File: src/design/cpu_pkg.sv
// cpu package: shared widths, instruction field encodings and datapath selects
`default_nettype none

package cpu_pkg;

  localparam int instr_width    = 9;    // machine word
  localparam int data_width     = 8;    // regs, memory, datapath
  localparam int reg_addr_width = 3;    // eight registers
  localparam int br_off_width   = 4;    // signed relative branch offset

  // opcode in instr[8:6]
  typedef enum logic [2:0] {
    OP_ADD = 3'd0,                      // ra <= ra + rb, carry to sc
    OP_XOR = 3'd1,                      // ra <= ra ^ rb
    OP_SHL = 3'd2,                      // ra <= {ra[6:0], sc}, ra[7] to sc
    OP_LDI = 3'd3,                      // r0 <= zext imm6
    OP_LW  = 3'd4,                      // rb <= mem[ra]
    OP_SW  = 3'd5,                      // mem[ra] <= rb
    OP_BR  = 3'd6,                      // pc <= pc + off when cond holds
    OP_SYS = 3'd7                       // sub-code in instr[5:3]
  } op_e;

  // branch condition in instr[5:4]
  typedef enum logic [1:0] {
    COND_ALWAYS = 2'd0,
    COND_ZERO   = 2'd1,                 // zero flag set
    COND_ODD    = 2'd2,                 // parity flag set
    COND_CARRY  = 2'd3                  // sc set
  } cond_e;

  // system sub-code in instr[5:3], unlisted codes do nothing
  typedef enum logic [2:0] {
    SYS_HALT = 3'd0,
    SYS_OUT  = 3'd1,                    // ra to output port
    SYS_CLC  = 3'd2,                    // clear sc
    SYS_NOP  = 3'd7
  } sys_e;

  typedef enum logic [2:0] {
    ALU_ADD    = 3'd0,
    ALU_XOR    = 3'd1,
    ALU_SHL    = 3'd2,
    ALU_PASS_B = 3'd3
  } alu_cmd_e;

  typedef enum logic [1:0] {
    WB_ALU = 2'd0,
    WB_MEM = 2'd1,
    WB_IMM = 2'd2
  } wb_sel_e;

  // word fed to the decoder while the core is idle
  localparam logic [instr_width-1:0] nop_word = {OP_SYS, SYS_NOP, 3'b000};

endpackage : cpu_pkg

`default_nettype wire
File: src/design/data_mem.sv
// data memory: 256 bytes, clocked write, combinational read
`default_nettype none

module data_mem import cpu_pkg::*; (
  input  wire logic                  clk,
  input  wire logic                  wr_en,
  input  wire logic [data_width-1:0] addr,     // from ra
  input  wire logic [data_width-1:0] wr_data,  // from rb
  output logic      [data_width-1:0] rd_data
);

  logic [data_width-1:0] mem [2**data_width];  // undefined at power-up

  always_ff @(posedge clk) begin
    if (wr_en) mem[addr] <= wr_data;
  end

  assign rd_data = mem[addr];

endmodule : data_mem

`default_nettype wire

File: config.mk
export PLATFORM = sky130hd
export DESIGN_NAME = data_mem
export DESIGN_NICKNAME = d
export VERILOG_FILES = /design/src/design/cpu_pkg.sv /design/src/design/data_mem.sv
export SDC_FILE = /design/constraint.sdc
export NUM_CORES = 2
export LEC_CHECK = 0
export ABC_AREA = 1
export BUFFER_PORTS_ARGS = -buffer_cell sky130_fd_sc_hd__buf_2
export CELL_PAD_IN_SITES_DETAIL_PLACEMENT = 1
export CELL_PAD_IN_SITES_GLOBAL_PLACEMENT = 2
export CORE_UTILIZATION = 43
export DETAILED_ROUTE_END_ITERATION = 10
export GPL_TIMING_DRIVEN = 0
export PLACE_DENSITY = 0.81
export SLEW_MARGIN = 20
export SYNTH_ARGS = -nofsm -noshare
export SYNTH_HDL_FRONTEND = slang
export SYNTH_SLANG_ARGS = --single-unit
export TNS_END_PERCENT = 10
File: constraint.sdc
create_clock -name clk -period 2.3 [get_ports clk]
set_clock_uncertainty 0.05 [all_clocks]
set_input_delay 0.115 -clock clk [delete_from_list [all_inputs] [get_ports clk]]
set_output_delay 0.115 -clock clk [all_outputs]
set_load 0.05 [all_outputs]
==> results.txt <==
- The average instance in the mapped netlist occupies around 11 µm².
- Number of cells produced by synthesis: around 8,000
- During I/O placement, the number of pins put on the boundary was 26.
* RSZ-0062 raised after global routing: true
* Initial Util: between 40% and 50%
* Average via count per standard cell: between 5 and 6
* Number of vias in the routed layout: 59,070
- Number of clock buffers inserted by TritonCTS: ~210
- Sum of overflow across all layers after global routing: 0
- Power spread over the standard cell area amounts to about 830 nW/µm².
* Number of synthesized register bits: between 2,000 and 2,500
* Routed wire length per instance: 26.82 µm
* Proportion of layout cells with a drive suffix above 1: 13.45%
- For the finished layout, the period the worst path requires is 3063 ps.
- Most frequent standard cell in the layout excluding fill and tap cells: nand2_1
- End-of-flow core utilization: 50.55%
- Static timing analysis puts the maximum clock frequency at roughly 330 MHz.
- Violations in the final reports: setup timing
* Number of warnings reported in the yosys synthesis log: 0
- The clock net in this run drives a total of about 2,000 sinks.
* Iteration-0 DRC Markers: between 5,000 and 6,000
- Die span in x: between 400 and 500 µm
- Critical path type: input port to primary output
- The worst path uses 133.2% of the clock period.
- Hold Fails Final Rpt: 0
- Routed Antenna Nets: 0
* Max Slew Vio Count: 0
- Summed over all layers, the routed wires come to just under 300,000 µm.
* Most used cells in the layout excluding fill and tap cells: 4,591 x nand2_1, 2,048 x edfxtp_1, 215 x clkbuf_16
- Run status: finished, violations left
- Biggest register: mem
- Setup violations remaining at the end of the flow were counted as around 1,200.
* Classification of the worst-slack hold path: input port to register
* Regs by FF count: mem: 2048 flops
- Headroom to the max-slew limit came out at 22.22%.
- Type of element capturing the critical path: primary output
- Sequential fraction of the synthesis area: between 70% and 80%
- The clock passes through at most 3 buffers.
* Number of maximum-capacitance violations: 0
- In the post-route analysis, the smallest setup slack over all paths is -763.1 ps.
- The number of global-route vias before repair is just over 60,000.
* Summed area of non-filler cells in the final layout: ~99,000 µm²
- VDD sags by at most 0.7327 mV.
- Port buffering added 23 buffers.
- Die height: around 450 µm
- The total area inside the core boundary comes to 195,200 µm².
- Leakage power figure: a little under 40 nW
* Worst Max-Slew Pin Slew: 1167 ps
* DRC violations left: 0
- Across every metal layer, demand over resource in global routing totals 29.98%.
* Post-Place Cell Area: approximately 90,000 µm²
- In the final design database the tool counted about 8,300 nets.
* WP data arrival: about 2900 ps
- Clock root buffer master: clkbuf_16
- Counting every net in the synthesized netlist gives 8,031.
- Entering global routing, the biggest net connects a little over 100 pins.
* DP HPWL: ~200,000 µm
* Post-synthesis cell area: about 85,000 µm²
- Worst path required time: 2130 ps
- Row Count: approximately 160
- The number of antenna violations at the first check in global routing came to 14.
* CTS HTree Levels: 4
- Layout-stage area growth over the synthesis result: 16.50%
- Before antenna repair, the detailed router went through 5 iterations.
- The first global-routing pass estimated between 400,000 and 500,000 µm of wire.
- CTS tree: yes
* Total design power: roughly 80 mW
* Largest register FFs: roughly 2,000
- Post-synth cell types: 17
- Critical Path Source Type: input port
* Global placement routability congestion: a little under 1
* Die footprint: between 150,000 and 200,000 µm²
- Clock-pin slew was measured on the worst setup and hold paths at ~70 ps.
* CP Max Fanout: 10
-- cells in the mapped netlist --
library cell	count	share of area, %
nand2_4	1	0.013
clkbuf_1	170	0.75
o21ai_1	119	0.70
inv_4	2	0.015
inv_2	2	0.0089
buf_1	52	0.23
edfxtp_1	2048	73
buf_2	182	1.1
nor2_8	1	0.024
buf_6	7	0.093
nor2_1	361	1.6
nand3_1	188	1.1
a21oi_1	32	0.19
inv_1	31	0.14
buf_4	6	0.053
nand2_1	4770	21
o21ai_0	41	0.24
-- routing by layer --
metal  vias up  track usage, %  part of all wire (%)
li1      26950               -                     -
met1     29780           41.11                    43
met2      1910           47.40                    46
met3       436           5.312                   7.2
met4         0           11.90                   4.0
met5         -               0                     0
-- cell type report --
cell class              instances  area [µm²]
plain buffers                 416        2251
multi-input cells            5513       23350
well taps                    2624        3283
fillers                     20800       96520
diodes                          4       10.01
clock buffers                 261        5553
flip-flops and latches       2048       61500
clock inverters               140        1303
repair buffers                 71        1277
inverters                      35       147.6
-- stage by stage --
| stage | hold WS (ps) | setup WS [ps] | cells | setup TNS (ps) |
|---|---|---|---|---|
| after floorplan | 163.9 | 294.7 | 8013 | 0 |
| after global placement | 1033 | -3487 | 10660 | -9824450 |
| after detailed placement | 282.4 | -1918 | 10690 | -2755740 |
| after CTS | 89.56 | -759.8 | 11110 | -198770 |
| after global routing | 156.4 | -794.1 | 11110 | -160640 |
| final | 146.2 | -763.1 | 11110 | -161660 |
-- worst paths after layout --
kind,cells past startpoint,from,end
worst max-delay path,15,addr[2],rd_data[4]
worst min-delay path,3,wr_en,mem[6][7]$_DFFE_PP_
-- logic make-up after synthesis --
| kind of cell | synth area share [%] |
|---|---|
| compound gates | 1.135 |
| flops | 72.61 |
| simple gates | 23.89 |
| buf+inv | 2.367 |
-- timing repair --
action / CTS / global route
pin swaps: 74 / 84
gates resized for setup: 586 / 301
setup buffers: 4 / 0
setup endpoints to repair: 1687 / 1592
hold buffers: 11 / 0
endpoints found under the hold margin: 1048 / 0
-- worst max-delay path, cell delays in order --
cell and delay, ps:
buf_2 140, inv_1 80, nand2_1 250, inv_1 190, clkbuf_2 480, buf_2 400, nand2_1 160, nand2_1 150
o21ai_1 100, nand2_2 170, nor2_1 60, nor2_1 180, nor2_4 90, nand2_4 140, buf_6 180
-- power by group --
| part | internal [mW] | leakage (nW) | switching [mW] | total, mW |
|---|---|---|---|---|
| sequential | 41.1 | 18.4 | 0.0191 | 41.2 |
| combinational | 1.35 | 16.8 | 4.63 | 5.98 |
| clock | 19.3 | 3.34 | 15.0 | 34.3 |
| total | 61.8 | 38.6 | 19.7 | 81.5 |
No activity file was read; power rests on OpenSTA's default activity.
