==> config.mk <==
export PLATFORM = sky130hd
export DESIGN_NAME = exec_unit
export DESIGN_NICKNAME = d
export VERILOG_FILES = /design/src/design/cpu_pkg.sv /design/src/design/exec_unit.sv
export SDC_FILE = /design/constraint.sdc
export NUM_CORES = 1
export LEC_CHECK = 0
export ABC_AREA = 1
export BUFFER_PORTS_ARGS = -buffer_cell sky130_fd_sc_hd__buf_4
export CAP_MARGIN = 20
export CORE_MARGIN = 5
export CORE_UTILIZATION = 26
export CTS_BUF_LIST = sky130_fd_sc_hd__clkbuf_4
export DETAILED_ROUTE_END_ITERATION = 12
export GPL_TIMING_DRIVEN = 0
export SYNTH_ARGS = -nofsm -noshare
export SYNTH_HDL_FRONTEND = slang
export SYNTH_SLANG_ARGS = --single-unit
==> constraint.sdc <==
create_clock -name clk -period 3.87 [get_ports clk]
set_clock_uncertainty 0.1 [all_clocks]
set_input_delay 0 -clock clk [delete_from_list [all_inputs] [get_ports clk]]
set_output_delay 0 -clock clk [all_outputs]
set_load 0.01 [all_outputs]
==> src/design/cpu_pkg.sv <==
// cpu package: shared widths, instruction field encodings and datapath selects
`default_nettype none

package cpu_pkg;

  localparam int instr_width    = 9;    // machine word
  localparam int data_width     = 8;    // regs, memory, datapath
  localparam int reg_addr_width = 3;    // eight registers
  localparam int br_off_width   = 4;    // signed relative branch offset

  // opcode in instr[8:6]
  typedef enum logic [2:0] {
    OP_ADD = 3'd0,                      // ra <= ra + rb, carry to sc
    OP_XOR = 3'd1,                      // ra <= ra ^ rb
    OP_SHL = 3'd2,                      // ra <= {ra[6:0], sc}, ra[7] to sc
    OP_LDI = 3'd3,                      // r0 <= zext imm6
    OP_LW  = 3'd4,                      // rb <= mem[ra]
    OP_SW  = 3'd5,                      // mem[ra] <= rb
    OP_BR  = 3'd6,                      // pc <= pc + off when cond holds
    OP_SYS = 3'd7                       // sub-code in instr[5:3]
  } op_e;

  // branch condition in instr[5:4]
  typedef enum logic [1:0] {
    COND_ALWAYS = 2'd0,
    COND_ZERO   = 2'd1,                 // zero flag set
    COND_ODD    = 2'd2,                 // parity flag set
    COND_CARRY  = 2'd3                  // sc set
  } cond_e;

  // system sub-code in instr[5:3], unlisted codes do nothing
  typedef enum logic [2:0] {
    SYS_HALT = 3'd0,
    SYS_OUT  = 3'd1,                    // ra to output port
    SYS_CLC  = 3'd2,                    // clear sc
    SYS_NOP  = 3'd7
  } sys_e;

  typedef enum logic [2:0] {
    ALU_ADD    = 3'd0,
    ALU_XOR    = 3'd1,
    ALU_SHL    = 3'd2,
    ALU_PASS_B = 3'd3
  } alu_cmd_e;

  typedef enum logic [1:0] {
    WB_ALU = 2'd0,
    WB_MEM = 2'd1,
    WB_IMM = 2'd2
  } wb_sel_e;

  // word fed to the decoder while the core is idle
  localparam logic [instr_width-1:0] nop_word = {OP_SYS, SYS_NOP, 3'b000};

endpackage : cpu_pkg

`default_nettype wire
==> src/design/exec_unit.sv <==
// execute unit: ALU with registered carry/shift, zero and parity flags
`default_nettype none

module exec_unit import cpu_pkg::*; (
  input  wire logic                  clk,
  input  wire logic                  arst_n,
  input  wire alu_cmd_e              alu_cmd,
  input  wire logic [data_width-1:0] in_a,
  input  wire logic [data_width-1:0] in_b,
  input  wire logic                  flag_en,   // ADD, XOR, SHL
  input  wire logic                  sc_clr,    // CLC
  output logic      [data_width-1:0] result,
  output logic                       zero_q,
  output logic                       pari_q,
  output logic                       sc_q
);

  logic sc_next;                        // sc after this op

  always_comb begin
    sc_next = sc_q;                     // held unless op drives it
    unique case (alu_cmd)
      ALU_ADD:    {sc_next, result} = in_a + in_b;   // carry out to sc
      ALU_XOR:    result = in_a ^ in_b;
      ALU_SHL:    {sc_next, result} = {in_a, sc_q};  // rotate through sc
      ALU_PASS_B: result = in_b;
      default:    result = in_b;
    endcase
  end

  always_ff @(posedge clk or negedge arst_n) begin
    if (!arst_n) begin
      zero_q <= 1'b0;
      pari_q <= 1'b0;
      sc_q   <= 1'b0;
    end else begin
      if (flag_en) begin
        zero_q <= (result == '0);
        pari_q <= ^result;              // odd parity
      end
      if (sc_clr)       sc_q <= 1'b0;
      else if (flag_en) sc_q <= sc_next;
    end
  end

  // decoder never mixes an ALU op with CLC
  assert property (@(posedge clk) disable iff (!arst_n) !(flag_en && sc_clr));

endmodule : exec_unit

`default_nettype wire

==> results.txt, run 1 <==
The mean routed wirelength per cell came out at 10.7 um. The initial core utilization came out at 27.4%. In this run the static leakage power is 0.000732 uW. The post-route fraction of the period consumed by the critical path came out at 53.6%.

The max capacitance violation total is 0. The diode insertion count for antenna repair came out at 0. The capturing element type of the critical path is a flip-flop. The signal on the critical path passes through buf_4, ha_1, fa_1, nand2_1, nand2_1, nand3_1, nand2_1, nand2_1, nand3_1, nand2_1, nand2_1, ha_1, xnor2_1, xnor2_1, o21ai_0. The share of flip-flops with an asynchronous set or reset is 100%. The run finished with clean final reports. The number of resized instances in the post-cts repair step is 0. The final wirelength is 2.64 mm. TritonCTS built the clock tree. The average vias per placed instance is 4.40. Buffers added to address setup during post-CTS repair amount to 0. The pin slew with the least headroom to its limit came out at 217 ps. By count the netlist is led by 51 x nand2_1, 20 x inv_1, 16 x nand3_1, 12 x ha_1, 9 x nor2_1.

The maximum root-to-sink buffer count came out at 2. The worst voltage drop across the vdd grid came out at 0.0702 mV. The path length in cells of the critical path is 15. The met1 routing resource usage after global routing came out at 14.5%.

The all-layer global routing usage came out at 10.8%. The largest individual stage delay along the critical path comes from the cell fa_1. The number of nets in the synthesized netlist is 194.

In this run the number of H-tree levels came out at 1. The number of slew-limit violations in the final report came out at 0. The area enclosed by the die boundary came out at 4900 um2. The count of distinct cell types in the synthesized netlist is 25.

After floorplanning, the core was divided into 21 placement rows. The cell family contributing the most delay on the critical path is adder cells. The internal power contribution is 174 uW. The overall overflow remaining after global route came out at 0. The count of yosys warnings during synthesis is 0. The worst reg-to-reg path cell count is 7. The I/O pin total came out at 34. In this run the power density over the cells is 222 nW/um2.

Setup repair after global routing left no endpoint under its margin. The detailed placer's ending HPWL came out at 2.18 mm. The biggest fanout along the worst timing path came out at 4. The critical path is of the input port to flip-flop type. The average cell area after synthesis came out at 5.93 um2. The number of antenna violations at the first check in global routing came out at 0.

The pin count of the biggest net entering global routing came out at 11. The total number of vias is 1082. TritonCTS created 3 clock buffers. The clock group share of total power came out at 21.9%.

The final setup TNS is 0 ps. The endpoint of the worst-slack reg-to-reg timing path is pari_q. The worst setup path is launched from an input port. The fraction of layout instances using a drive strength above 1 is 29.0%. The net load switching power is 119 uW. The startpoint identified for the worst register-to-register timing path is sc_q. After clock tree synthesis, the flow added hold-fix buffers numbering 5. Counting stages on the worst path, the most repeated cell is nand2_1. The register-to-register setup slack is 2290 ps. In the routed design, unresolved DRC markers number 0. The completed layout was analyzed and its total power is 293 uW. The largest total area in the synthesized netlist belongs to nand2_1.

The number of buffers and inverters on the critical path is 1. The instance count of the mapped netlist came out at 158. The wire length of the first global-routing pass is 4.39 mm. The top-area cell type share of the netlist area is 20.4%. Of the total power, registers draw 14.0%. Net switching is 40.5% of the power. The number of global-route vias before repair was 1030. The number of clock sinks is 3. The final weighted congestion of routability-driven global placement is 0.799. The met3 layer usage reported by global route came out at 2.73%. For the worst setup path, the data required time is 3890 ps. After global routing, the most crowded layer is met2.

The relative slew slack came out at 85.5%. By area the synthesized netlist is led by nand2_1 20%, ha_1 16%, nand3_1 8.5%, dfrtp_1 8.0%, inv_1 8.0%. In this run, the number of DRC markers left after iteration 0 of detailed routing was 68.

The signed area change from the synthesized netlist to the final layout is 41.1%. The remaining number of nets flagged by the antenna check after routing is 0. The tree is rooted in a clkbuf_4. The number of synthesized flops with an enable pin came out at 0. The fraction of power consumed by combinational cells is 64.1%. The count of buffers inserted at the top-level ports is 33. Static timing analysis puts the maximum clock frequency at 482 MHz. The number of flip-flops and latches in the synthesized netlist came out at 3. The pre-antenna-repair detailed-routing pass consisted of 4 iterations. The clock-pin slew reported for the worst setup and hold paths after clock tree synthesis is 30 ps.

The final hold violation count is 0. The worst hold path passes through 4 cells. On the worst path, the slowest cell contributes a delay of 380 ps. The startpoint identified for the worst hold timing path is in_b[6]. In the post-synthesis netlist, the cell with the most instances is nand2_1.

The number of nets at the end of the flow is 237. The placeable core area is 3420 um2. The routed design could run at a clock period as short as 2080 ps. The most used flip-flop cell after synthesis is dfrtp_1. The vertical extent of the die is 70.0 um. The count of endpoints failing setup in the final report came out at 0. The horizontal die dimension is 70.0 um. The summed instance area of the synthesized netlist came out at 937 um2. The fraction of the yosys area taken by sequential cells is 8.01%. The type of the tightest min-delay check is input port to primary output. For met2 alone, demand over resource in global routing was 16.9%. The clock latency on the worst-skew pair came out at 240 ps. The worst-case hold path end point is result[6]. The critical path arrival is 2090 ps. Hold is met by 217 ps.
[sequential cells by signal, indices dropped and copies added, names as in the netlist]
name,flops
sc_q,1
zero_q,1
pari_q,1
[kinds of logic after synthesis]
group	after synthesis	synth area share (%)
flops	3	8.01
xor+xnor	3	2.80
fa+ha+maj	13	18.2
compound gates	13	7.21
buf+inv	29	12.4
simple gates	97	51.4
[worst reg2reg max path, cell delays in order (launching register included)]
cell	delay, ps
dfrtp_1	390
nand2_1	80
inv_1	40
nor3_2	160
ha_1	270
xnor2_1	190
xnor2_1	130
o21ai_0	80
[cells in the final DEF (no fill, tap or decap), drive strengths merged, types with 5 or more instances in the layout]
master       synthesis  layout
nand2               53      53
buf                  0      33
inv                 28      28
nand3               19      19
ha                  12      12
nor2                11      11
o21ai                7       7
or2                  6       6
a21oi                5       5
dlygate4sd3          0       5
[power groups by stage]
stage               combinational [uW]  sequential (uW)  clock (uW)
floorplan                          113             43.8           0
global placement                   185             41.5           0
detailed placement                 185             41.4           0
CTS                                190             41.1        66.6
global route                       211             41.8        71.9
finish                             188             41.0        64.3
[through the flow]
| stage | instance area (um2) | utilization [%] | cells | setup slack, ps |
|---|---|---|---|---|
| final | 1320 | 38.7 | 246 | 1790 |
| after global routing | 1320 | 38.7 | 246 | 1600 |
| after CTS | 1320 | 38.7 | 246 | 1780 |
| after detailed placement | 1240 | 36.4 | 237 | 1530 |
| after global placement | 1240 | 36.4 | 237 | 1540 |
| after floorplan | 937 | - | 158 | 1880 |
[area by class of cell]
cell class | count | area [um2]
clock buffer | 4 | 30.0
fill | 392 | 2090
inverter | 29 | 116
multi-input combinational | 126 | 746
sequential | 3 | 75.1
tap | 46 | 57.6
timing repair buffer | 38 | 298
[worst max path at each step]
stage,end,slack [ps],start
after floorplan,pari_q,1880,in_a[0]
after global placement,pari_q,1540,in_a[0]
after detailed placement,pari_q,1530,in_a[0]
after CTS,pari_q,1780,in_a[0]
after global routing,pari_q,1600,in_a[0]
final,pari_q,1790,in_a[0]
[metal layers]
layer  up-vias  wire length, um  part of all wire (%)
met1       461             1380                    52
met5         -                0                     0
met3         2              122                   4.6
met2        28             1110                    42
li1        591                -                     -
met4         0               21                  0.80
Power figures use the tool's default switching activity.
==> run 2, diff against run 1 <==
Clock period 3.87 ns to 1.8 ns, I/O delays scaled along.
==> run 2 against run 1 <==
Sequential power increased by 120%. Worst hold slack worse by 3.9 ps. Routed wire length up 7.4%. Largest power group unchanged.
==> results.txt, run 2 (synthesis results as in run 1) <==
The maximum root-to-sink buffer count is 2 (unchanged). The number of slew-limit violations in the final report is 0 (unchanged). The area enclosed by the die boundary is 4900 um2 (unchanged). The total number of H-tree levels is 1 (unchanged). The largest individual stage delay along the critical path comes from the cell ha_1. The pin count of the biggest net entering global routing came out at 11 (unchanged). The required time of the critical path is 1820 ps (-2070 ps). The worst setup path is of the input port to flip-flop kind.

The capturing element type of the critical path is a flip-flop. The final hold violation count came out at 0 (unchanged). The worst voltage drop across the vdd grid is 0.155 mV (+120%). The wire length of the first global-routing pass was 4.73 mm (+7.7%). The final weighted congestion of routability-driven global placement is 0.823 (+3.0%).

The clock latency on the worst-skew pair is 240 ps (about the same). The detailed-routing iteration count for the pre-antenna-repair pass is 4 (unchanged). The count of buffering cells on the critical path with inverters included is 2 (+1). The placeable core area is 3420 um2 (unchanged). The all-layer global routing usage is 11.6% (+0.80 points). The relative slew slack came out at 80.8% (-4.7 points). The count of endpoints failing setup in the final report is 0 (unchanged). The core utilization of the finished layout is 42.9% (+4.2 points). The largest registers in the layout are pari_q (1), sc_q (1), zero_q (1). The worst setup path is launched from an input port.

The library cells used most frequently in the layout, excluding fill and tap cells, are 45 x nand2_1, 33 x buf_4, 20 x inv_1. The critical path arrival came out at 1770 ps (-320 ps). The power density over cell area came out at 475 nW/um2 (+110%). The total number of vias is 1094 (+1.1%). The biggest fanout along the worst timing path came out at 5 (+1). The peak per-stage delay on the critical path is 340 ps (-40 ps).

Setup repair after global routing could not meet its margin everywhere. The flow ran to the end, and the final reports show no timing, DRC or antenna violations. The clock-pin slew reported for the worst setup and hold paths after clock tree synthesis came out at 30 ps (about the same). The max capacitance violation total came out at 0 (unchanged).

The I/O pin total came out at 34 (unchanged). The pin slew with the least headroom to its limit is 287 ps (+71.0 ps). The row count was 21 (unchanged).

The horizontal die dimension came out at 70.0 um (unchanged). Walking the worst path, the cells encountered are buf_4, ha_1, nand2_1, inv_1, a21oi_1, nand2_1, nand2_1, nand3_2, nand2_1, nand2_1, ha_4, xnor2_2, xnor2_1, o21ai_1. The cell family with the largest share of critical-path delay is adder cells. The remaining number of nets flagged by the antenna check after routing is 0 (unchanged). The mean routed wirelength per cell came out at 11.4 um (+6.5%). The fraction of layout instances using a drive strength above 1 is 37.6% (+8.6 points).

Counting stages on the worst path, the most repeated cell is nand2_1. The signed area change from the synthesized netlist to the final layout came out at 56.3%. The type of the tightest min-delay check is input port to primary output. Clock tree synthesis selected as its root buffer the cell clkbuf_4.

The count of buffers inserted at the top-level ports is 33 (unchanged). The number of DRC markers after the initial detailed-route iteration is 41 (-40%). The average vias per placed instance came out at 4.41 (+0.29%). The number of design rule violations left after detail routing is 0 (unchanged). The detailed placer's ending HPWL came to 2.21 mm (+0.95%). The final critical-path required period came out at 1750 ps. The number of clock sinks is 3 (unchanged).

The vertical extent of the die came out at 70.0 um (unchanged). The number of nets at the end of the flow came out at 239 (+0.84%). The post-route fraction of the period consumed by the critical path came out at 97.3%. The final setup TNS was 0 ps (unchanged). The final wirelength came out at 2.83 mm (+7.4%).

The diode insertion count for antenna repair is 0 (unchanged). The initial core utilization is 27.4% (unchanged). The number of global-route vias before repair came out at 1075 (+4.4%). TritonCTS built the clock tree. The leakage power figure came out at 0.000759 uW (+3.6%). The number of buffers added by the clock tree synthesis step is 3 (unchanged). The number of antenna violations at the first check in global routing came out at 0 (unchanged). Static timing analysis puts the maximum clock frequency at 571 MHz. The library cell used most frequently in the layout, excluding fill and tap cells, is nand2_1. The post-route total power came out at 696 uW (+140%). The overall overflow remaining after global route is 0 (unchanged).
==> run 2: cell type report <==
| cell class | count | area (um2) |
|---|---|---|
| Multi-Input combinational cell | 126 | 862 |
| Fill cell | 380 | 1950 |
| Inverter | 29 | 116 |
| Timing Repair Buffer | 40 | 324 |
| Tap cell | 46 | 57.6 |
| Sequential cell | 3 | 75.1 |
| Clock buffer | 4 | 30.0 |
==> run 2: through the flow <==
step	setup WS, ps	cells	hold slack, ps	instance area [um2]
after floorplan	-69.3	158	-396	976
after global placement	-369	237	-308	1280
after detailed placement	-377	237	-309	1280
after CTS	-22.0	248	218	1410
after global routing	-66.1	248	240	1470
final	49.0	248	213	1470
==> run 2: repair_timing <==
item	CTS	global route
hold buffers	5	0
resized for setup	5	10
setup buffers	2	0
endpoints found under the hold margin	6	0
pin swaps	9	6
setup endpoints to repair	1	1
==> run 2: metal layers <==
metal | vias to the layer above | GRT usage, % | routed length (um)
met5 | - | 0 | 0
met4 | 0 | 2.98 | 0
met3 | 0 | 1.87 | 123
met2 | 25 | 19.1 | 1340
met1 | 476 | 15.6 | 1370
li1 | 593 | - | -
==> run 2: worst reg2reg max path: stages, from the launching register on <==
cell and delay (ps):
dfrtp_1 390, nand2_1 70, inv_1 40, nor3_2 170, ha_1 280, xnor2_1 170
xnor2_1 140, o21ai_1 70
==> run 2: worst paths after layout <==
check                           cells after the start  slack (ps)         to  startpoint
worst max-delay path                               14          50     pari_q     in_a[5]
worst min-delay path                                4         210  result[7]     in_b[7]
worst max register to register                      7         250     pari_q        sc_q
worst min register to register                      2         380     zero_q      zero_q
max in group asynchronous                           3         870     pari_q      arst_n
min in group asynchronous                           3         580       sc_q      arst_n
==> run 2: power breakdown <==
part	switching (uW)	total, uW	internal (uW)
combinational	238	468	230
clock	40.4	139	98.4
sequential	8.75	89.5	80.8
