==> config.mk <==
export PLATFORM = sky130hd
export DESIGN_NAME = reg_file
export DESIGN_NICKNAME = d
export VERILOG_FILES = /design/src/design/cpu_pkg.sv /design/src/design/reg_file.sv
export SDC_FILE = /design/constraint.sdc
export NUM_CORES = 1
export LEC_CHECK = 0
export ABC_CLOCK_PERIOD_IN_PS = 2100
export BUFFER_PORTS_ARGS = -buffer_cell sky130_fd_sc_hd__buf_2
export CAP_MARGIN = 20
export CORE_AREA = 4 4 66 114
export DETAILED_ROUTE_END_ITERATION = 16
export DIE_AREA = 0 0 70 118
export PLACE_DENSITY = 0.81
export SYNTH_ARGS = -nofsm -noshare
export SYNTH_HDL_FRONTEND = slang
export SYNTH_SLANG_ARGS = --single-unit
export TNS_END_PERCENT = 5
==> constraint.sdc <==
create_clock -name clk -period 2.1 [get_ports clk]
set_input_delay 0.21 -clock clk [delete_from_list [all_inputs] [get_ports clk]]
set_output_delay 0.21 -clock clk [all_outputs]
set_load 0.005 [all_outputs]
==> src/design/cpu_pkg.sv <==
// cpu package: shared widths, instruction field encodings and datapath selects
`default_nettype none

package cpu_pkg;

  localparam int instr_width    = 9;    // machine word
  localparam int data_width     = 8;    // regs, memory, datapath
  localparam int reg_addr_width = 3;    // eight registers
  localparam int br_off_width   = 4;    // signed relative branch offset

  // opcode in instr[8:6]
  typedef enum logic [2:0] {
    OP_ADD = 3'd0,                      // ra <= ra + rb, carry to sc
    OP_XOR = 3'd1,                      // ra <= ra ^ rb
    OP_SHL = 3'd2,                      // ra <= {ra[6:0], sc}, ra[7] to sc
    OP_LDI = 3'd3,                      // r0 <= zext imm6
    OP_LW  = 3'd4,                      // rb <= mem[ra]
    OP_SW  = 3'd5,                      // mem[ra] <= rb
    OP_BR  = 3'd6,                      // pc <= pc + off when cond holds
    OP_SYS = 3'd7                       // sub-code in instr[5:3]
  } op_e;

  // branch condition in instr[5:4]
  typedef enum logic [1:0] {
    COND_ALWAYS = 2'd0,
    COND_ZERO   = 2'd1,                 // zero flag set
    COND_ODD    = 2'd2,                 // parity flag set
    COND_CARRY  = 2'd3                  // sc set
  } cond_e;

  // system sub-code in instr[5:3], unlisted codes do nothing
  typedef enum logic [2:0] {
    SYS_HALT = 3'd0,
    SYS_OUT  = 3'd1,                    // ra to output port
    SYS_CLC  = 3'd2,                    // clear sc
    SYS_NOP  = 3'd7
  } sys_e;

  typedef enum logic [2:0] {
    ALU_ADD    = 3'd0,
    ALU_XOR    = 3'd1,
    ALU_SHL    = 3'd2,
    ALU_PASS_B = 3'd3
  } alu_cmd_e;

  typedef enum logic [1:0] {
    WB_ALU = 2'd0,
    WB_MEM = 2'd1,
    WB_IMM = 2'd2
  } wb_sel_e;

  // word fed to the decoder while the core is idle
  localparam logic [instr_width-1:0] nop_word = {OP_SYS, SYS_NOP, 3'b000};

endpackage : cpu_pkg

`default_nettype wire
==> src/design/reg_file.sv <==
// register file: eight data registers, two combinational reads, one clocked write
`default_nettype none

module reg_file import cpu_pkg::*; (
  input  wire logic                      clk,
  input  wire logic                      arst_n,
  input  wire logic                      wr_en,
  input  wire logic [reg_addr_width-1:0] wr_addr,
  input  wire logic [data_width-1:0]     wr_data,
  input  wire logic [reg_addr_width-1:0] rd_addr_a,
  input  wire logic [reg_addr_width-1:0] rd_addr_b,
  output logic      [data_width-1:0]     dat_a,
  output logic      [data_width-1:0]     dat_b
);

  logic [data_width-1:0] regs [2**reg_addr_width];

  always_ff @(posedge clk or negedge arst_n) begin
    if (!arst_n) begin
      for (int i = 0; i < 2**reg_addr_width; i++) begin
        regs[i] <= '0;                  // all registers cleared
      end
    end else if (wr_en) begin
      regs[wr_addr] <= wr_data;
    end
  end

  // read before write within the cycle
  assign dat_a = regs[rd_addr_a];
  assign dat_b = regs[rd_addr_b];

endmodule : reg_file

`default_nettype wire

==> results of run 1 <==
power by group through the flow:
stage,sequential [mW],combinational [mW],clock [mW]
after floorplan,1.63,0.662,0
after global placement,1.69,0.862,0
after detailed placement,1.71,0.891,0
after CTS,1.69,0.897,1.50
after global routing,1.72,0.960,1.55
final,1.69,0.876,1.48
Yosys cell counts:
master     n  area, µm²
mux2_2    80        901
dfrtp_1   64       1600
mux4_1    29        762
buf_2      8       40.0
clkbuf_1   3       11.3
mux4_2     3       67.6
nand4b_1   3       26.3
nor4bb_1   3       30.0
buf_1      2       7.51
buf_12     2       40.0
buf_6      2       22.5
nand4_1    1       6.26
nor4b_4    1       23.8
final timing paths:
check,cells past startpoint,to,start
max,3,dat_b[0],regs[40]
min,2,regs[21],wr_data[5]
max reg2reg,1,regs[2],regs[2]
min reg2reg,1,regs[52],regs[52]
max in group asynchronous,3,regs[12],arst_n
min in group asynchronous,2,regs[37],arst_n
metal layers:
metal	share of wire	global-route usage	vias up	wire (µm)
met2	0.54	0.323	52	3860
met5	0	0	-	0
met4	0.027	0.0803	0	192
li1	-	-	911	-
met3	0.042	0.0615	19	301
met1	0.39	0.203	1078	2820
logic make-up (layout without fill, tap and decap cells):
| family | Yosys count | in the layout | synth area share |
|---|---|---|---|
| buffers and inverters | 17 | 63 | 0.0343 |
| DFF | 64 | 64 | 0.452 |
| muxes | 112 | 112 | 0.489 |
| and+or+nand+nor | 8 | 8 | 0.0244 |
cells in the final DEF (no fill, tap or decap), drive strengths merged:
master       instances
dlygate4sd3          1
dfrtp               64
nor4bb               3
clkinv               2
buf                 46
bufinv               1
nand4                1
nor4b                1
nand4b               3
clkbuf              13
mux2                80
mux4                32
cell type report:
cell class | count | area, µm² | area share
clock inverters | 3 | 40.0 | 0.00966
flip-flops and latches | 64 | 1600 | 0.386
well taps | 82 | 103 | 0.0248
repair buffers | 47 | 305 | 0.0736
multi-input cells | 120 | 1840 | 0.443
clock buffers | 13 | 260 | 0.0628
stage by stage:
stage / utilization / total power [mW] / area (µm²)
CTS: 0.634 / 4.09 / 4150
detailed placement: 0.586 / 2.60 / 3830
floorplan: - / 2.30 / 3540
global route: 0.634 / 4.23 / 4150
finish: 0.634 / 4.05 / 4150
global placement: 0.586 / 2.55 / 3830
repair_timing:
item,4_1_cts,5_1_grt
resized for setup,0,0
hold buffers,1,0
endpoints found under the hold margin,14,0
==> flow_metrics.tcl, run 1 <==
set metrics [dict create \
    tightestPinTransition_ps 400 \
    ys_seq_area_frac 0.452 \
    dr.pass1.iters 6 \
    grt_antenna_before_repair 0 \
    syn_to_final_growth_pct 17.1 \
    worst-path-buf-inv 1 \
    clkTransAtPathRegs_ps 50 \
    max_stage_delay_ps 490 \
    initialDrtViolationCount 88 \
    power.internal_mw 3.08 \
    p_per_area_nw_per_um2 977 \
    pwr-share-comb 0.216 \
    grt_pass1_vias 2228 \
    crit_slowest_cell "mux4_1" \
    slew_viol_final 0 \
    nNetsFinal 262 \
    portBuffers 35 \
    clk_latency_ps 330 \
    timing.fmax_mhz 543 \
    ys_types 13 \
    drive_above_1_share 0.595 \
    nFillCells 494 \
    die-height_um 118 \
    diodes 0 \
    final.setup_skew_ps 0 \
    drcViolationCount 0 \
    final-setup-viol-count 0 \
    crit_family "multiplexers" \
    whs_ps 204 \
    ioPinCount 36 \
    synth_fp_nets 221 \
    crit_chain "mux4_1, mux2_2, buf_2" \
    final_cells 329 \
    rsz0062_at_grt "false" \
    cts.sinks 64 \
    grt-ovfl-total 0 \
    cts_tree "yes" \
    finalHoldViolCount 0 \
    die_x_um 70 \
    fin_ws_ps 258 \
    ys.warnings.count 0 \
    reg_top3 "regs: 64 flops" \
    dr_total_vias 2060 \
    track_usage 0.186 \
    synthCells 201 \
    postSynthAreaPerCell_um2 17.6 \
    place_inst 312 \
    drt-wirelength-per-cell_um 21.8 \
    grt_max_degree 51 \
    startpoint_type "register" \
    cts_made_buffers 9 \
    slew_headroom 0.733 \
    hold_class "in2reg" \
    p_sw_mw 0.967 \
    via_per_inst 6.26 \
    die_area_um2 8260 \
    crit_type "reg2out" \
    crit_arrival_ps 1630 \
    clockRootBuffer "clkbuf_16" \
    p_leak_nw 1.83 \
    finalWirelength_um 7170 \
    ir_drop_mv 0.724 \
    setup_tns_ps 0 \
    postCtsSetupBuffers 0 \
    num_rows 39 \
    regMostFlops "regs" \
    clock_power_share 0.366 \
    status "complete, no violations" \
    pre_cts_ws_ps 334 \
    htreeDepth 3 \
    drv_cap 0 \
    gp_congestion 0.740 \
    swShare 0.239 \
    cp_max_fo 3 \
    grt_pass1_wl_um 11300 \
    largest_reg_flops 64 \
    clockBufferDepth 2 \
    syn-cell-area_um2 3540 \
    end_kind "output pin" \
    ys_ff_latch 64 \
    crit_required_ps 1890 \
    core_um2 6540 \
    ant_nets 0 \
    dp_hpwl_um 4760 \
    finalCritPeriodShare 0.877 \
    fin_crit_ps 1840 \
    initial_core_util 0.541 \
    r2r_slack_ps 1310 \
    seq_power_share 0.417 \
]
(Power assumes the default switching activity.)
==> run 2: changes to the inputs <==
Settings changed: BUFFER_PORTS_ARGS -buffer_cell sky130_fd_sc_hd__buf_2 to -buffer_cell sky130_fd_sc_hd__clkbuf_2.
==> run 2 against run 1 <==
Effect of this change: global-route usage increased by 0.70 points; via count hardly changed; utilization is 0.29 points higher; first-iteration DRC count down 50%; power grew 1.8%; largest power group unchanged.
==> flow_metrics.tcl, run 2 (synthesized netlist as in run 1, its figures left out) <==
set metrics [dict create \
    place_inst 312 \
    die_x_um 70 \
    initialDrtViolationCount 44 \
    p_leak_nw 1.84 \
    clockBufferDepth 2 \
    setup_tns_ps 0 \
    drive_above_1_share 0.599 \
    final.setup_skew_ps 0 \
    drcViolationCount 0 \
    rsz0062_at_grt "false" \
    reg_top3 "regs: 64 flops" \
    grt-ovfl-total 0 \
    layout_common_cells "mux2_2 (80), dfrtp_1 (64), clkbuf_2 (35)" \
    largest_reg_flops 64 \
    regMostFlops "regs" \
    grt_max_degree 45 \
    finalCritPeriodShare 0.879 \
    pre_cts_ws_ps 424 \
    fin_total_pwr_mw 4.12 \
    final-setup-viol-count 0 \
    final_common_cell "mux2_2" \
    status "complete, no violations" \
    gp_congestion 0.729 \
    dr.pass1.iters 4 \
    hold_class "in2reg" \
    htreeDepth 3 \
    p_per_area_nw_per_um2 990 \
    clk_latency_ps 320 \
    track_usage 0.193 \
    cts.sinks 64 \
    final_util 0.637 \
    via_per_inst 6.26 \
    grt_pass1_wl_um 11800 \
    syn_to_final_growth_pct 17.6 \
    core_um2 6540 \
    grt_antenna_before_repair 0 \
    ioPinCount 36 \
    finalHoldViolCount 0 \
    num_rows 39 \
    tightestPinTransition_ps 571 \
    crit_type "reg2out" \
    nFillCells 482 \
    clkTransAtPathRegs_ps 50 \
    end_kind "output pin" \
    diodes 0 \
    slew_viol_final 0 \
    crit_arrival_ps 1640 \
    die_area_um2 8260 \
    grt_pass1_vias 2250 \
    fin_ws_ps 253 \
    dr_total_vias 2058 \
    initial_core_util 0.541 \
    cts_made_buffers 9 \
    clockRootBuffer "clkbuf_16" \
    reg2reg_from "regs[15]" \
    r2r_slack_ps 1310 \
    drt-wirelength-per-cell_um 22.7 \
    fin_crit_ps 1850 \
    crit_required_ps 1890 \
    nNetsFinal 262 \
    startpoint_type "register" \
    drv_cap 0 \
    timing.fmax_mhz 542 \
    ant_nets 0 \
    postCtsSetupBuffers 0 \
    die-height_um 118 \
    crit_path_start "regs[15]" \
    cts_tree "yes" \
    portBuffers 35 \
    dp_hpwl_um 4900 \
    final_cells 329 \
    slew_headroom 0.619 \
    ir_drop_mv 0.717 \
    cp_max_fo 3 \
    finalWirelength_um 7480 \
    worstHoldStart "wr_data[2]" \
]
==> run 2: area by class of cell <==
class	instances	area, µm²	share of cell area
Multi-Input combinational cell	120	1840	0.441
Sequential cell	64	1600	0.385
Clock buffer	14	284	0.0682
Clock inverter	2	35.0	0.00841
Tap cell	82	103	0.0246
Timing Repair Buffer	47	305	0.0733
==> run 2: power breakdown <==
| group | switching, mW | internal [mW] |
|---|---|---|
| clock | 0.493 | 1.04 |
| sequential | 0.186 | 1.51 |
| combinational | 0.293 | 0.596 |
==> run 2: stage by stage <==
stage / hold slack (ps) / cell area, µm²
after global placement: 210 / 3830
after global routing: 241 / 4160
after floorplan: -85.6 / 3540
final: 225 / 4160
after CTS: 223 / 4160
after detailed placement: 230 / 3830
==> run 2: repair_timing <==
item,in CTS,in global routing
hold endpoints to repair,20,0
gates resized for setup,0,0
hold buffers,1,0
==> run 2: final timing paths <==
kind	to	depth (start not counted)
setup reg to reg	regs[15]	1
min in group asynchronous	regs[58]	2
hold / removal	regs[58]	2
setup / recovery	dat_b[7]	3
max in group asynchronous	regs[4]	3
hold reg to reg	regs[53]	1
==> run 2: worst max-delay path: stages, from the launching register on <==
cell	delay [ps]
dfrtp_1	400
mux4_1	510
mux2_2	290
clkbuf_2	110
==> run 2: metal layers <==
layer / track usage / wire [µm] / vias up
li1: - / - / 905
met1: 0.212 / 2800 / 1083
met2: 0.344 / 4150 / 53
met3: 0.0368 / 299 / 17
met4: 0.102 / 234 / 0
met5: 0 / 0 / -
==> run 3: changes to the inputs <==
Settings changed: CORE_AREA 4 4 66 114 to 4 4 73 125, DIE_AREA 0 0 70 118 to 0 0 77 129, PLACE_DENSITY 0.81 to 0.7.
==> run 3 against run 2 <==
Effect of this change: non-clock buffer count is the same; critical path type unchanged; design area shrank 0.21%; global-route usage shrank 2.4 points; power shrank 2.0%; die area grew 20%; sequential share of layout area grew 0.081 points; sequential power is essentially flat; sequential cell count is the same; fmax grew 0.56%; hold slack gained 4.3 ps.
==> flow_metrics.tcl, run 3 (synthesized netlist as in run 1, its figures left out) <==
set metrics [dict create \
    reg_top3 "regs: 64 flops" \
    via_per_inst 6.04 \
    syn_to_final_growth_pct 17.4 \
    die-height_um 129 \
    fin_crit_ps 1840 \
    dr.pass1.iters 4 \
    finalHoldViolCount 0 \
    pre_cts_ws_ps 301 \
    num_rows 43 \
    drv_cap 0 \
    p_leak_nw 1.83 \
    ioPinCount 36 \
    slew_headroom 0.701 \
    drive_above_1_share 0.595 \
    crit_arrival_ps 1630 \
    nFillCells 653 \
    die_area_um2 9930 \
    status "complete, no violations" \
    hold_buffers 1 \
    fin_ws_ps 264 \
    finalWirelength_um 7560 \
    final-setup-viol-count 0 \
    cp_max_fo 3 \
    final.setup_skew_ps 0 \
    drcViolationCount 0 \
    final_util 0.518 \
    gp_congestion 0.734 \
    reg2reg_from "regs[37]" \
    worstRegToRegCells 1 \
    track_usage 0.169 \
    slew_viol_final 0 \
    finalCritPeriodShare 0.874 \
    dp_hpwl_um 5080 \
    grt_pass1_wl_um 12200 \
    clkTransAtPathRegs_ps 50 \
    grt_pass1_vias 2274 \
    crit_path_start "regs[47]" \
    place_area_um2 3840 \
    startpoint_type "register" \
    initialDrtViolationCount 118 \
    final_cell_area_um2 4160 \
    crit_type "reg2out" \
    regToRegEndpoint "regs[37]" \
    core_um2 8020 \
    cts_tree "yes" \
    final_common_cell "mux2_2" \
    portBuffers 35 \
    cts_resized 0 \
    diodes 0 \
    grt_antenna_before_repair 0 \
    grt_max_degree 65 \
    htreeDepth 3 \
    cts_made_buffers 9 \
    dr_total_vias 2034 \
    initial_core_util 0.442 \
    regMostFlops "regs" \
    rsz0062_at_grt "false" \
    r2r_slack_ps 1310 \
    whs_ps 229 \
    final_cells 337 \
    ant_nets 0 \
    layout_common_cells "mux2_2 (80), dfrtp_1 (64), clkbuf_2 (35)" \
    timing.fmax_mhz 545 \
    nNetsFinal 262 \
    tightestPinTransition_ps 449 \
    end_kind "output pin" \
    fin_total_pwr_mw 4.04 \
    grt-ovfl-total 0 \
    cp-endpoint "dat_a[7]" \
    cts.sinks 64 \
    ir_drop_mv 0.643 \
    setup_tns_ps 0 \
    clockBufferDepth 2 \
    p_per_area_nw_per_um2 973 \
    drt-wirelength-per-cell_um 22.4 \
    clockRootBuffer "clkbuf_16" \
    largest_reg_flops 64 \
    postCtsSetupBuffers 0 \
    clk_latency_ps 320 \
    hold_class "in2reg" \
    die_x_um 77 \
    crit_required_ps 1890 \
    place_inst 320 \
]
## run 3: cell count changes in the layout (fill, tap and decap cells not counted)
cell,change
clkbuf_1,+1
clkbuf_8,-2
clkinv_2,+1
## run 3: how the worst min path moves through the flow
stage	slack, ps	to	start	depth (start not counted)
after floorplan	-90	regs[0]	arst_n	0
after global placement	250	regs[10]	arst_n	2
after detailed placement	250	regs[2]	arst_n	2
after CTS	220	regs[59]	wr_data[3]	2
after global routing	240	regs[27]	wr_data[3]	2
final	230	regs[59]	wr_data[3]	2
## run 3: layout make-up
type / count / area [µm²] / share of cell area
multi-input combinational: 120 / 1840 / 0.442
sequential: 64 / 1600 / 0.385
timing repair buffer: 47 / 305 / 0.0735
clock buffer: 13 / 260 / 0.0626
tap: 90 / 113 / 0.0271
clock inverter: 3 / 40.0 / 0.00964
## run 3: where the power goes
group / switching (mW) / total [mW] / leakage [nW] / internal, mW
Sequential: 0.190 / 1.70 / 0.768 / 1.51
Combinational: 0.279 / 0.874 / 0.913 / 0.594
Clock: 0.491 / 1.47 / 0.150 / 0.978
## run 3: worst max-delay path: stages, from the launching register on
cell	delay [ps]
dfrtp_1	390
mux4_1	500
mux2_2	290
clkbuf_2	110
## run 3: metal layers
layer,track usage,wire (µm),up-vias
met4,0.0975,200,0
met3,0.0287,279,9
met5,0,0,-
met2,0.298,4170,49
li1,-,-,903
met1,0.193,2910,1073
