===== config.mk =====
export PLATFORM = sky130hd
export DESIGN_NAME = decoder
export DESIGN_NICKNAME = d
export VERILOG_FILES = /design/src/design/cpu_pkg.sv /design/src/design/decoder.sv
export SDC_FILE = /design/constraint.sdc
export NUM_CORES = 1
export LEC_CHECK = 0
export BUFFER_PORTS_ARGS = -buffer_cell sky130_fd_sc_hd__buf_2
export CAP_MARGIN = 20
export CELL_PAD_IN_SITES_DETAIL_PLACEMENT = 0
export CELL_PAD_IN_SITES_GLOBAL_PLACEMENT = 1
export CORE_MARGIN = 2
export CORE_UTILIZATION = 22
export DETAILED_ROUTE_END_ITERATION = 10
export PLACE_DENSITY_LB_ADDON = 0.08
export SKIP_LAST_GASP = 1
export SYNTH_ARGS = -nofsm -noshare
export SYNTH_HDL_FRONTEND = slang
export SYNTH_SLANG_ARGS = --single-unit

===== constraint.sdc =====
create_clock -name vclk -period 1.81
set_input_delay 0.181 -clock vclk [all_inputs]
set_output_delay 0.181 -clock vclk [all_outputs]
set_load 0.05 [all_outputs]

===== src/design/cpu_pkg.sv =====
// cpu package: shared widths, instruction field encodings and datapath selects
`default_nettype none

package cpu_pkg;

  localparam int instr_width    = 9;    // machine word
  localparam int data_width     = 8;    // regs, memory, datapath
  localparam int reg_addr_width = 3;    // eight registers
  localparam int br_off_width   = 4;    // signed relative branch offset

  // opcode in instr[8:6]
  typedef enum logic [2:0] {
    OP_ADD = 3'd0,                      // ra <= ra + rb, carry to sc
    OP_XOR = 3'd1,                      // ra <= ra ^ rb
    OP_SHL = 3'd2,                      // ra <= {ra[6:0], sc}, ra[7] to sc
    OP_LDI = 3'd3,                      // r0 <= zext imm6
    OP_LW  = 3'd4,                      // rb <= mem[ra]
    OP_SW  = 3'd5,                      // mem[ra] <= rb
    OP_BR  = 3'd6,                      // pc <= pc + off when cond holds
    OP_SYS = 3'd7                       // sub-code in instr[5:3]
  } op_e;

  // branch condition in instr[5:4]
  typedef enum logic [1:0] {
    COND_ALWAYS = 2'd0,
    COND_ZERO   = 2'd1,                 // zero flag set
    COND_ODD    = 2'd2,                 // parity flag set
    COND_CARRY  = 2'd3                  // sc set
  } cond_e;

  // system sub-code in instr[5:3], unlisted codes do nothing
  typedef enum logic [2:0] {
    SYS_HALT = 3'd0,
    SYS_OUT  = 3'd1,                    // ra to output port
    SYS_CLC  = 3'd2,                    // clear sc
    SYS_NOP  = 3'd7
  } sys_e;

  typedef enum logic [2:0] {
    ALU_ADD    = 3'd0,
    ALU_XOR    = 3'd1,
    ALU_SHL    = 3'd2,
    ALU_PASS_B = 3'd3
  } alu_cmd_e;

  typedef enum logic [1:0] {
    WB_ALU = 2'd0,
    WB_MEM = 2'd1,
    WB_IMM = 2'd2
  } wb_sel_e;

  // word fed to the decoder while the core is idle
  localparam logic [instr_width-1:0] nop_word = {OP_SYS, SYS_NOP, 3'b000};

endpackage : cpu_pkg

`default_nettype wire

===== src/design/decoder.sv =====
// decoder: instruction fields to datapath controls, branch condition against flags
`default_nettype none

module decoder import cpu_pkg::*; (
  input  wire logic [instr_width-1:0]    instr,
  input  wire logic                      zero_q,
  input  wire logic                      pari_q,
  input  wire logic                      sc_q,
  output logic      [reg_addr_width-1:0] rd_addr_a,
  output logic      [reg_addr_width-1:0] rd_addr_b,
  output logic      [reg_addr_width-1:0] wr_addr,
  output logic                           reg_we,
  output alu_cmd_e                       alu_cmd,
  output logic                           flag_en,
  output logic                           sc_clr,
  output logic                           mem_we,
  output wb_sel_e                        wb_sel,
  output logic      [data_width-1:0]     imm,
  output logic                           out_en,
  output logic                           halt,
  output logic                           branch_taken,
  output logic      [br_off_width-1:0]   branch_off
);

  op_e   op;
  cond_e cond;
  sys_e  sys;
  logic  cond_ok;                       // condition met, any opcode

  assign op   = op_e'(instr[8:6]);
  assign cond = cond_e'(instr[5:4]);
  assign sys  = sys_e'(instr[5:3]);

  // fixed field positions
  assign rd_addr_a  = instr[2:0];       // ra
  assign rd_addr_b  = instr[5:3];       // rb
  assign imm        = {2'b00, instr[5:0]};
  assign branch_off = instr[3:0];

  always_comb begin
    unique case (cond)
      COND_ALWAYS: cond_ok = 1'b1;
      COND_ZERO:   cond_ok = zero_q;
      COND_ODD:    cond_ok = pari_q;
      COND_CARRY:  cond_ok = sc_q;
    endcase
  end

  always_comb begin
    wr_addr      = rd_addr_a;           // in place by default
    reg_we       = 1'b0;
    alu_cmd      = ALU_PASS_B;
    flag_en      = 1'b0;
    sc_clr       = 1'b0;
    mem_we       = 1'b0;
    wb_sel       = WB_ALU;
    out_en       = 1'b0;
    halt         = 1'b0;
    branch_taken = 1'b0;
    unique case (op)
      OP_ADD: begin reg_we = 1'b1; flag_en = 1'b1; alu_cmd = ALU_ADD; end
      OP_XOR: begin reg_we = 1'b1; flag_en = 1'b1; alu_cmd = ALU_XOR; end
      OP_SHL: begin reg_we = 1'b1; flag_en = 1'b1; alu_cmd = ALU_SHL; end
      OP_LDI: begin
        reg_we  = 1'b1;
        wr_addr = '0;                   // always r0
        wb_sel  = WB_IMM;
      end
      OP_LW: begin
        reg_we  = 1'b1;
        wr_addr = rd_addr_b;            // loads land in rb
        wb_sel  = WB_MEM;
      end
      OP_SW:  mem_we       = 1'b1;
      OP_BR:  branch_taken = cond_ok;
      OP_SYS: begin
        case (sys)
          SYS_HALT: halt   = 1'b1;
          SYS_OUT:  out_en = 1'b1;
          SYS_CLC:  sc_clr = 1'b1;
          default:  ;                   // no-op
        endcase
      end
    endcase
  end

endmodule : decoder

`default_nettype wire


==> out/results.txt, run 1 <==
outcome -> finished clean
GPL Wtd Cong -> 0.5451
core outline area -> 1524 um2
top cells by area, synth -> buf_4 (43%), o221a_1 (9.3%), a21boi_0 (6.2%)
max cap viols -> 0
Final ANT Viol Nets -> 0
type of the worst setup path -> input port to output port
FF/Latch Area -> 0 um2
Post-Synth Adder-Cell Area -> 0
pwr/cell area -> 513.7 nW/um2
CP Cell Sequence -> buf_2, or3b_4, o221a_1, buf_2
routed length per instance -> 10.38 um
Crit path top cell by count -> buf_2
initial antenna violation count -> 0
CP Launch Type -> input port
Synth-to-Final Area Change -> 20.62%
xor and xnor fraction of the mapped netlist area -> 0
Final setup viols -> 0
CP Data Required Time -> 1.63 ns
most common cell in the netlist -> buf_4
Crit Path Max Fanout -> 12
DR WL met2 -> 433 um
first-pass GRT wire length -> 1.255 mm
Ys Warns -> 0
Post-CTS Setup Inserts -> 0
largest net degree at the start of global routing -> 15
Post-DP Area -> 439.2 um2
Initial Util -> 0.2389
register area share after synthesis -> 0
Met3 Routed Length -> 71 um
top cells by count, synth -> buf_4 (21), a21boi_0 (3), nor3b_1 (3), o21bai_1 (3), o221a_1 (3)
FFs & Latches -> 0
GRT Total Usage -> 0.07884
critical path arrival -> 1.26 ns
Compound-Gate Fraction of Synth Area -> 0.2852
Top Ports -> 45
top cell type by total area after synthesis -> buf_4
setup TNS -> 0 ns
largest family of logic cells by synthesized area -> buffers and inverters
multiplexer share of the synthesized area -> 0.02749
Total Wirelength -> 903 um
peak supply drop -> 0.0001877 V
design area -> 439.2 um2
hold buffer count at CTS -> 0
grt total ovfl -> 0
max layer used -> met3
vias per cell -> 4.241
DRC Markers -> 0
Mapped Area -> 364.1 um2
Synth top area share -> 0.4330
Die Y -> 44.68 um
Cell Rows -> 14
Die ar. -> 1996 um2
post-DP HPWL -> 737.2 um
Synth Area in Simple Gates -> 0.2199
Nets -> 85
Peak Freq -> 692.1 MHz
Pins Over Slew Limit -> 0
vias in the first global route -> 273
Initial DRT Pass Iterations -> 2
period utilization -> 0.7983
clock buf count -> 0
Crit-path slowest cell -> or3b_4
Die X -> 44.68 um
Ant. Diodes -> 0
post-layout min period -> 1.445 ns
biggest cell delay along the critical path -> 0.43 ns
Hold Fails Final Rpt -> 0
CTS resizes -> 0
Fillers -> 173
Synth Area per Inst -> 7.431 um2
port bufs -> 42
layout cells sized above 1 -> 0.6197
CP endpoint kind -> output port
Unique masters post-synth -> 19
RSZ-0062 raised after global routing -> false
Leakage -> 0.2524 nW
class of the worst hold path -> input port to output port
routed length on met1 -> 398 um
Final Core Density -> 0.2882
Cells after Synth -> 49
routed via count -> 369
DRT iter0 DRCs -> 3
through the flow:
step,cells,total power [mW],worst slack [ns],hold slack [ns]
6_report,87,0.2256,0.3650,0.6854
4_1_cts,87,0.2273,0.3674,0.6889
2_1_floorplan,51,0.2051,-0.04286,0.5291
3_3_place_gp,87,0.2279,0.3743,0.6871
3_5_place_dp,87,0.2272,0.3706,0.6889
5_1_grt,87,0.2360,0.3200,0.6958
path summary, 6_finish.rpt:
path              cells after the start  slack, ns         end      from
setup / recovery                      4       0.37  wr_addr[1]  instr[8]
hold / removal                        2       0.69      imm[1]  instr[1]
final cells by class:
class,instances,area (um2),area share
Multi-Input combinational cell,28,205.2,0.4672
Tap cell,16,20.02,0.04558
Inverter,1,3.754,0.008547
Timing Repair Buffer,42,210.2,0.4786
worst max-delay path, delay by kind of cell:
kind                   cells  cell delay [ns]
AND/OR/NAND/NOR            1             0.43
buffers and inverters      2             0.40
AO/OA/AOI/OAI              1             0.26
power breakdown:
part	total [mW]	internal, mW	switching, mW
Combinational	0.226	0.0490	0.177
Sequential	0	0	0
Clock	0	0	0
Total	0.226	0.0490	0.177
layout by cell type (no fill, tap or decap):
cell type / instances
nor2_1: 1
nor3b_1: 3
nand4b_1: 1
o221a_1: 3
buf_2: 42
or2_1: 2
nor3_1: 1
nand2_1: 2
conb_1: 3
or3b_4: 1
o21ai_0: 1
a21boi_0: 3
o21bai_1: 3
and3b_1: 1
a2111oi_2: 1
mux2i_1: 1
a21oi_1: 1
inv_1: 1
cell families (layout without fill, tap and decap cells):
logic type	count (synthesis)	count (layout)
AND/OR/NAND/NOR	12	12
other	1	3
AO/OA/AOI/OAI	12	12
buffers and inverters	23	43
multiplexers	1	1
routing by layer:
| layer | vias to the layer above | GRT usage |
|---|---|---|
| met4 | 0 | 0 |
| met1 | 159 | 0.1253 |
| li1 | 194 | - |
| met2 | 16 | 0.1217 |
| met5 | - | 0 |
| met3 | 0 | 0.004082 |
No activity file was read; power rests on OpenSTA's default activity.
==> run 2, diff against run 1 <==
Settings changed: CORE_UTILIZATION 22 to 21.
Clock period 1.81 ns to 1.4 ns, I/O delays scaled along.
==> out/results.txt, run 2 (same netlist as run 1, synthesis figures left out) <==
Worst Hold End -> branch_off[2]
Initial DRT Pass Iterations -> 2
core outline area -> 1670 um2
grt total ovfl -> 0
vias per cell -> 4.204
commonest non-fill, non-tap cell in the layout -> buf_2
Post-DP Area -> 490.5 um2
first-pass GRT wire length -> 1.304 mm
layout cells sized above 1 -> 0.6447
Synth-to-Final Area Change -> 34.71%
Final Core Density -> 0.2936
largest net degree at the start of global routing -> 10
Total Wirelength -> 919 um
port bufs -> 42
hold buffer count at CTS -> 0
Post-CTS Setup Inserts -> 0
vias in the first global route -> 280
clock buf count -> 0
Die X -> 45.64 um
DRT iter0 DRCs -> 4
class of the worst hold path -> input port to output port
routed length per instance -> 9.882 um
fin cells -> 93
GPL Wtd Cong -> 0.6242
Nets -> 90
post-layout min period -> 1.318 ns
peak supply drop -> 0.0002060 V
most frequent cells in the layout -> buf_2 (42), buf_4 (5)
Peak Freq -> 758.5 MHz
CP Data Required Time -> 1.26 ns
Hold Fails Final Rpt -> 0
CP Launch Type -> input port
FF/Latch Area -> 0 um2
DRC Markers -> 0
design area -> 490.5 um2
type of the worst setup path -> input port to output port
Leakage -> 0.2770 nW
routed via count -> 391
Final ANT Viol Nets -> 0
Top Ports -> 45
post-DP HPWL -> 782.1 um
max cap viols -> 0
outcome -> finished clean
Final setup viols -> 0
Pins Over Slew Limit -> 0
RSZ-0062 raised after global routing -> false
Hold Path Stages -> 2
period utilization -> 0.9418
Die Y -> 45.64 um
worst hold start -> instr[2]
Die ar. -> 2083 um2
Initial Util -> 0.2180
initial antenna violation count -> 0
CP endpoint kind -> output port
critical path arrival -> 1.18 ns
FFs & Latches -> 0
Cell Rows -> 15
Ant. Diodes -> 0
CTS resizes -> 0
GRT Total Usage -> 0.08165
dpl cells -> 93
pwr/cell area -> 623.4 nW/um2
Crit Path Max Fanout -> 8
[run 2: changes by cell type in the layout (fill, tap and decap cells not counted)]
cell / previous run / this run
buf_4: 0 / 5
a2111oi_2: 1 / 0
a2111oi_4: 0 / 1
[run 2: per-stage QoR]
stage	setup TNS [ns]	hold WS (ns)	total power, mW	worst slack [ns]
2_1_floorplan	-1.096	0.4047	0.2685	-0.3709
5_1_grt	0	0.6107	0.3234	0.04614
3_3_place_gp	0	0.6014	0.3090	0.08973
6_report	0	0.6020	0.3057	0.08152
4_1_cts	0	0.6043	0.3086	0.07622
3_5_place_dp	0	0.6033	0.3081	0.08008
[run 2: routing by layer]
layer  vias up  GRT usage  part of all wire
li1        204          -                 -
met4         0          0                 0
met3         0   0.003968             0.066
met2        17     0.1296              0.44
met1       170     0.1271              0.49
met5         -          0                 0
[run 2: final cells by class]
type | instances | area, um2
Multi-Input combinational cell | 28 | 217.7
Fill cell | 198 | 1180
Tap cell | 17 | 21.27
Timing Repair Buffer | 47 | 247.7
Inverter | 1 | 3.754
[run 2: worst max path at each step]
stage	startpoint	end	slack [ns]	depth (start not counted)
after floorplan	instr[8]	out_en	-0.37	3
after global placement	instr[7]	wr_addr[1]	0.09	4
after detailed placement	instr[7]	wr_addr[0]	0.08	4
after CTS	instr[7]	wr_addr[1]	0.08	4
after global routing	instr[7]	wr_addr[1]	0.05	4
final	instr[7]	wr_addr[1]	0.08	4
[run 2: critical path: stages]
cell,delay [ns]
buf_2,0.14
or3b_4,0.43
o221a_1,0.25
buf_2,0.21
[run 2: report_power, final]
part	internal [mW]	total (mW)	switching (mW)	leakage (nW)
registers	0	0	0	0
clock network	0	0	0	0
logic	0.0736	0.306	0.232	0.277
total	0.0736	0.306	0.232	0.277
==> run 3, diff against run 2 <==
Settings changed: ABC_AREA from default to 1, CORE_UTILIZATION 21 to 18, MAX_ROUTING_LAYER from default to met4.
==> out/results.txt, run 3 <==
FFs & Latches -> 0
vias in the first global route -> 274
Final setup viols -> 0
Ys Warns -> 0
GRT Total Usage -> 0.06720
top cells by count, synth -> buf_4 (19), nand2_1 (11), nand3_1 (9)
Initial Util -> 0.1921
Crit-path slowest cell -> buf_2
port bufs -> 42
biggest cell delay along the critical path -> 0.25 ns
DRC Markers -> 0
most frequent cells in the layout -> buf_2 (42), nand2_1 (11), nand3_1 (9), inv_1 (8), nor2_1 (4)
Cells after Synth -> 61
first-pass GRT wire length -> 1.104 mm
RSZ-0062 raised after global routing -> false
layout cells sized above 1 -> 0.5412
vias per cell -> 3.664
post-DP HPWL -> 759.1 um
Nets -> 99
Synth-to-Final Area Change -> 29.85%
fin worst setup slack -> 0.2954 ns
Crit Path Max Fanout -> 10
worst slack at placement -> 0.2763 ns
Initial DRT Pass Iterations -> 3
Post-CTS Setup Inserts -> 0
delay-heaviest family, CP -> buffers and inverters
CTS resizes -> 0
met1 usage -> 0.08989
Cell Rows -> 15
post-layout min period -> 1.105 ns
hold buffer count at CTS -> 0
FF/Latch Area -> 0 um2
Post-DP Area -> 435.4 um2
commonest non-fill, non-tap cell in the layout -> buf_2
Hold Fails Final Rpt -> 0
peak supply drop -> 0.0001696 V
CP Cell Sequence -> buf_2, inv_1, nand3_1, nand3_1, nand2_1, buf_2
Ant. Diodes -> 0
dpl cells -> 110
WP buf/inv -> 3
GPL Wtd Cong -> 0.6113
Pins Over Slew Limit -> 0
largest net degree at the start of global routing -> 11
routed via count -> 403
Synth top area share -> 0.4254
Leakage -> 0.3027 nW
Die ar. -> 2224 um2
design area -> 435.4 um2
Die Y -> 47.16 um
routed length per instance -> 7.673 um
most common cell in the netlist -> buf_4
core outline area -> 1745 um2
period utilization -> 0.7890
CP endpoint kind -> output port
Most Used Layer, Global Route -> met2
Design Power -> 281.9 uW
Die X -> 47.16 um
clock buf count -> 0
class of the worst hold path -> input port to output port
outcome -> finished clean
critical path arrival -> 0.96 ns
Mapped Area -> 335.3 um2
register area share after synthesis -> 0
Top Ports -> 45
Unique masters post-synth -> 13
fin cells -> 110
top cell type by total area after synthesis -> buf_4
CP Launch Type -> input port
Synth Area per Inst -> 5.497 um2
grt met2 use -> 0.1205
initial antenna violation count -> 0
Peak Freq -> 905.3 MHz
type of the worst setup path -> input port to output port
top cells by area, synth -> buf_4 (43%), nand3_1 (13%), nand2_1 (12%)
Final ANT Viol Nets -> 0
Total Wirelength -> 844 um
Fillers -> 213
grt total ovfl -> 0
CP Data Required Time -> 1.26 ns
M3 GR Usage -> 0
pwr/cell area -> 647.5 nW/um2
max cap viols -> 0
DRT iter0 DRCs -> 4
## run 3: final timing paths
path  cells after the start      from  slack (ns)    endpoint
max                       6  instr[8]        0.30  wr_addr[0]
min                       2  instr[0]        0.60      imm[0]
## run 3: metrics by stage
stage | utilization | setup TNS, ns | hold slack (ns)
detailed placement | 0.2495 | 0 | 0.5983
global placement | 0.2495 | 0 | 0.5989
global route | 0.2495 | 0 | 0.6089
finish | 0.2495 | 0 | 0.5963
floorplan | - | -0.2817 | 0.3820
CTS | 0.2495 | 0 | 0.5991
## run 3: cell type report
cell class	count	area, um2	share of cell area
inverters	8	30.03	0.06897
repair buffers	42	210.2	0.4828
well taps	25	31.28	0.07184
multi-input cells	35	163.9	0.3764
## run 3: kinds of logic (layout without fill, tap and decap cells)
kind of cell	Yosys count	after routing	synth area share
simple gates	31	31	0.4254
other cells	1	3	0.01118
buf+inv	28	50	0.5485
compound gates	1	1	0.01491
## run 3: layer usage
metal	share of wire	up-vias	routed length, um
met2	0.49	21	417
met1	0.43	168	363
met4	0	0	0
met5	0	-	0
met3	0.075	0	63
li1	-	214	-
## run 3: where the power goes
part,leakage (nW),switching [mW],internal [mW]
clock network,0,0,0
registers,0,0,0
logic,0.303,0.227,0.0550
total,0.303,0.227,0.0550
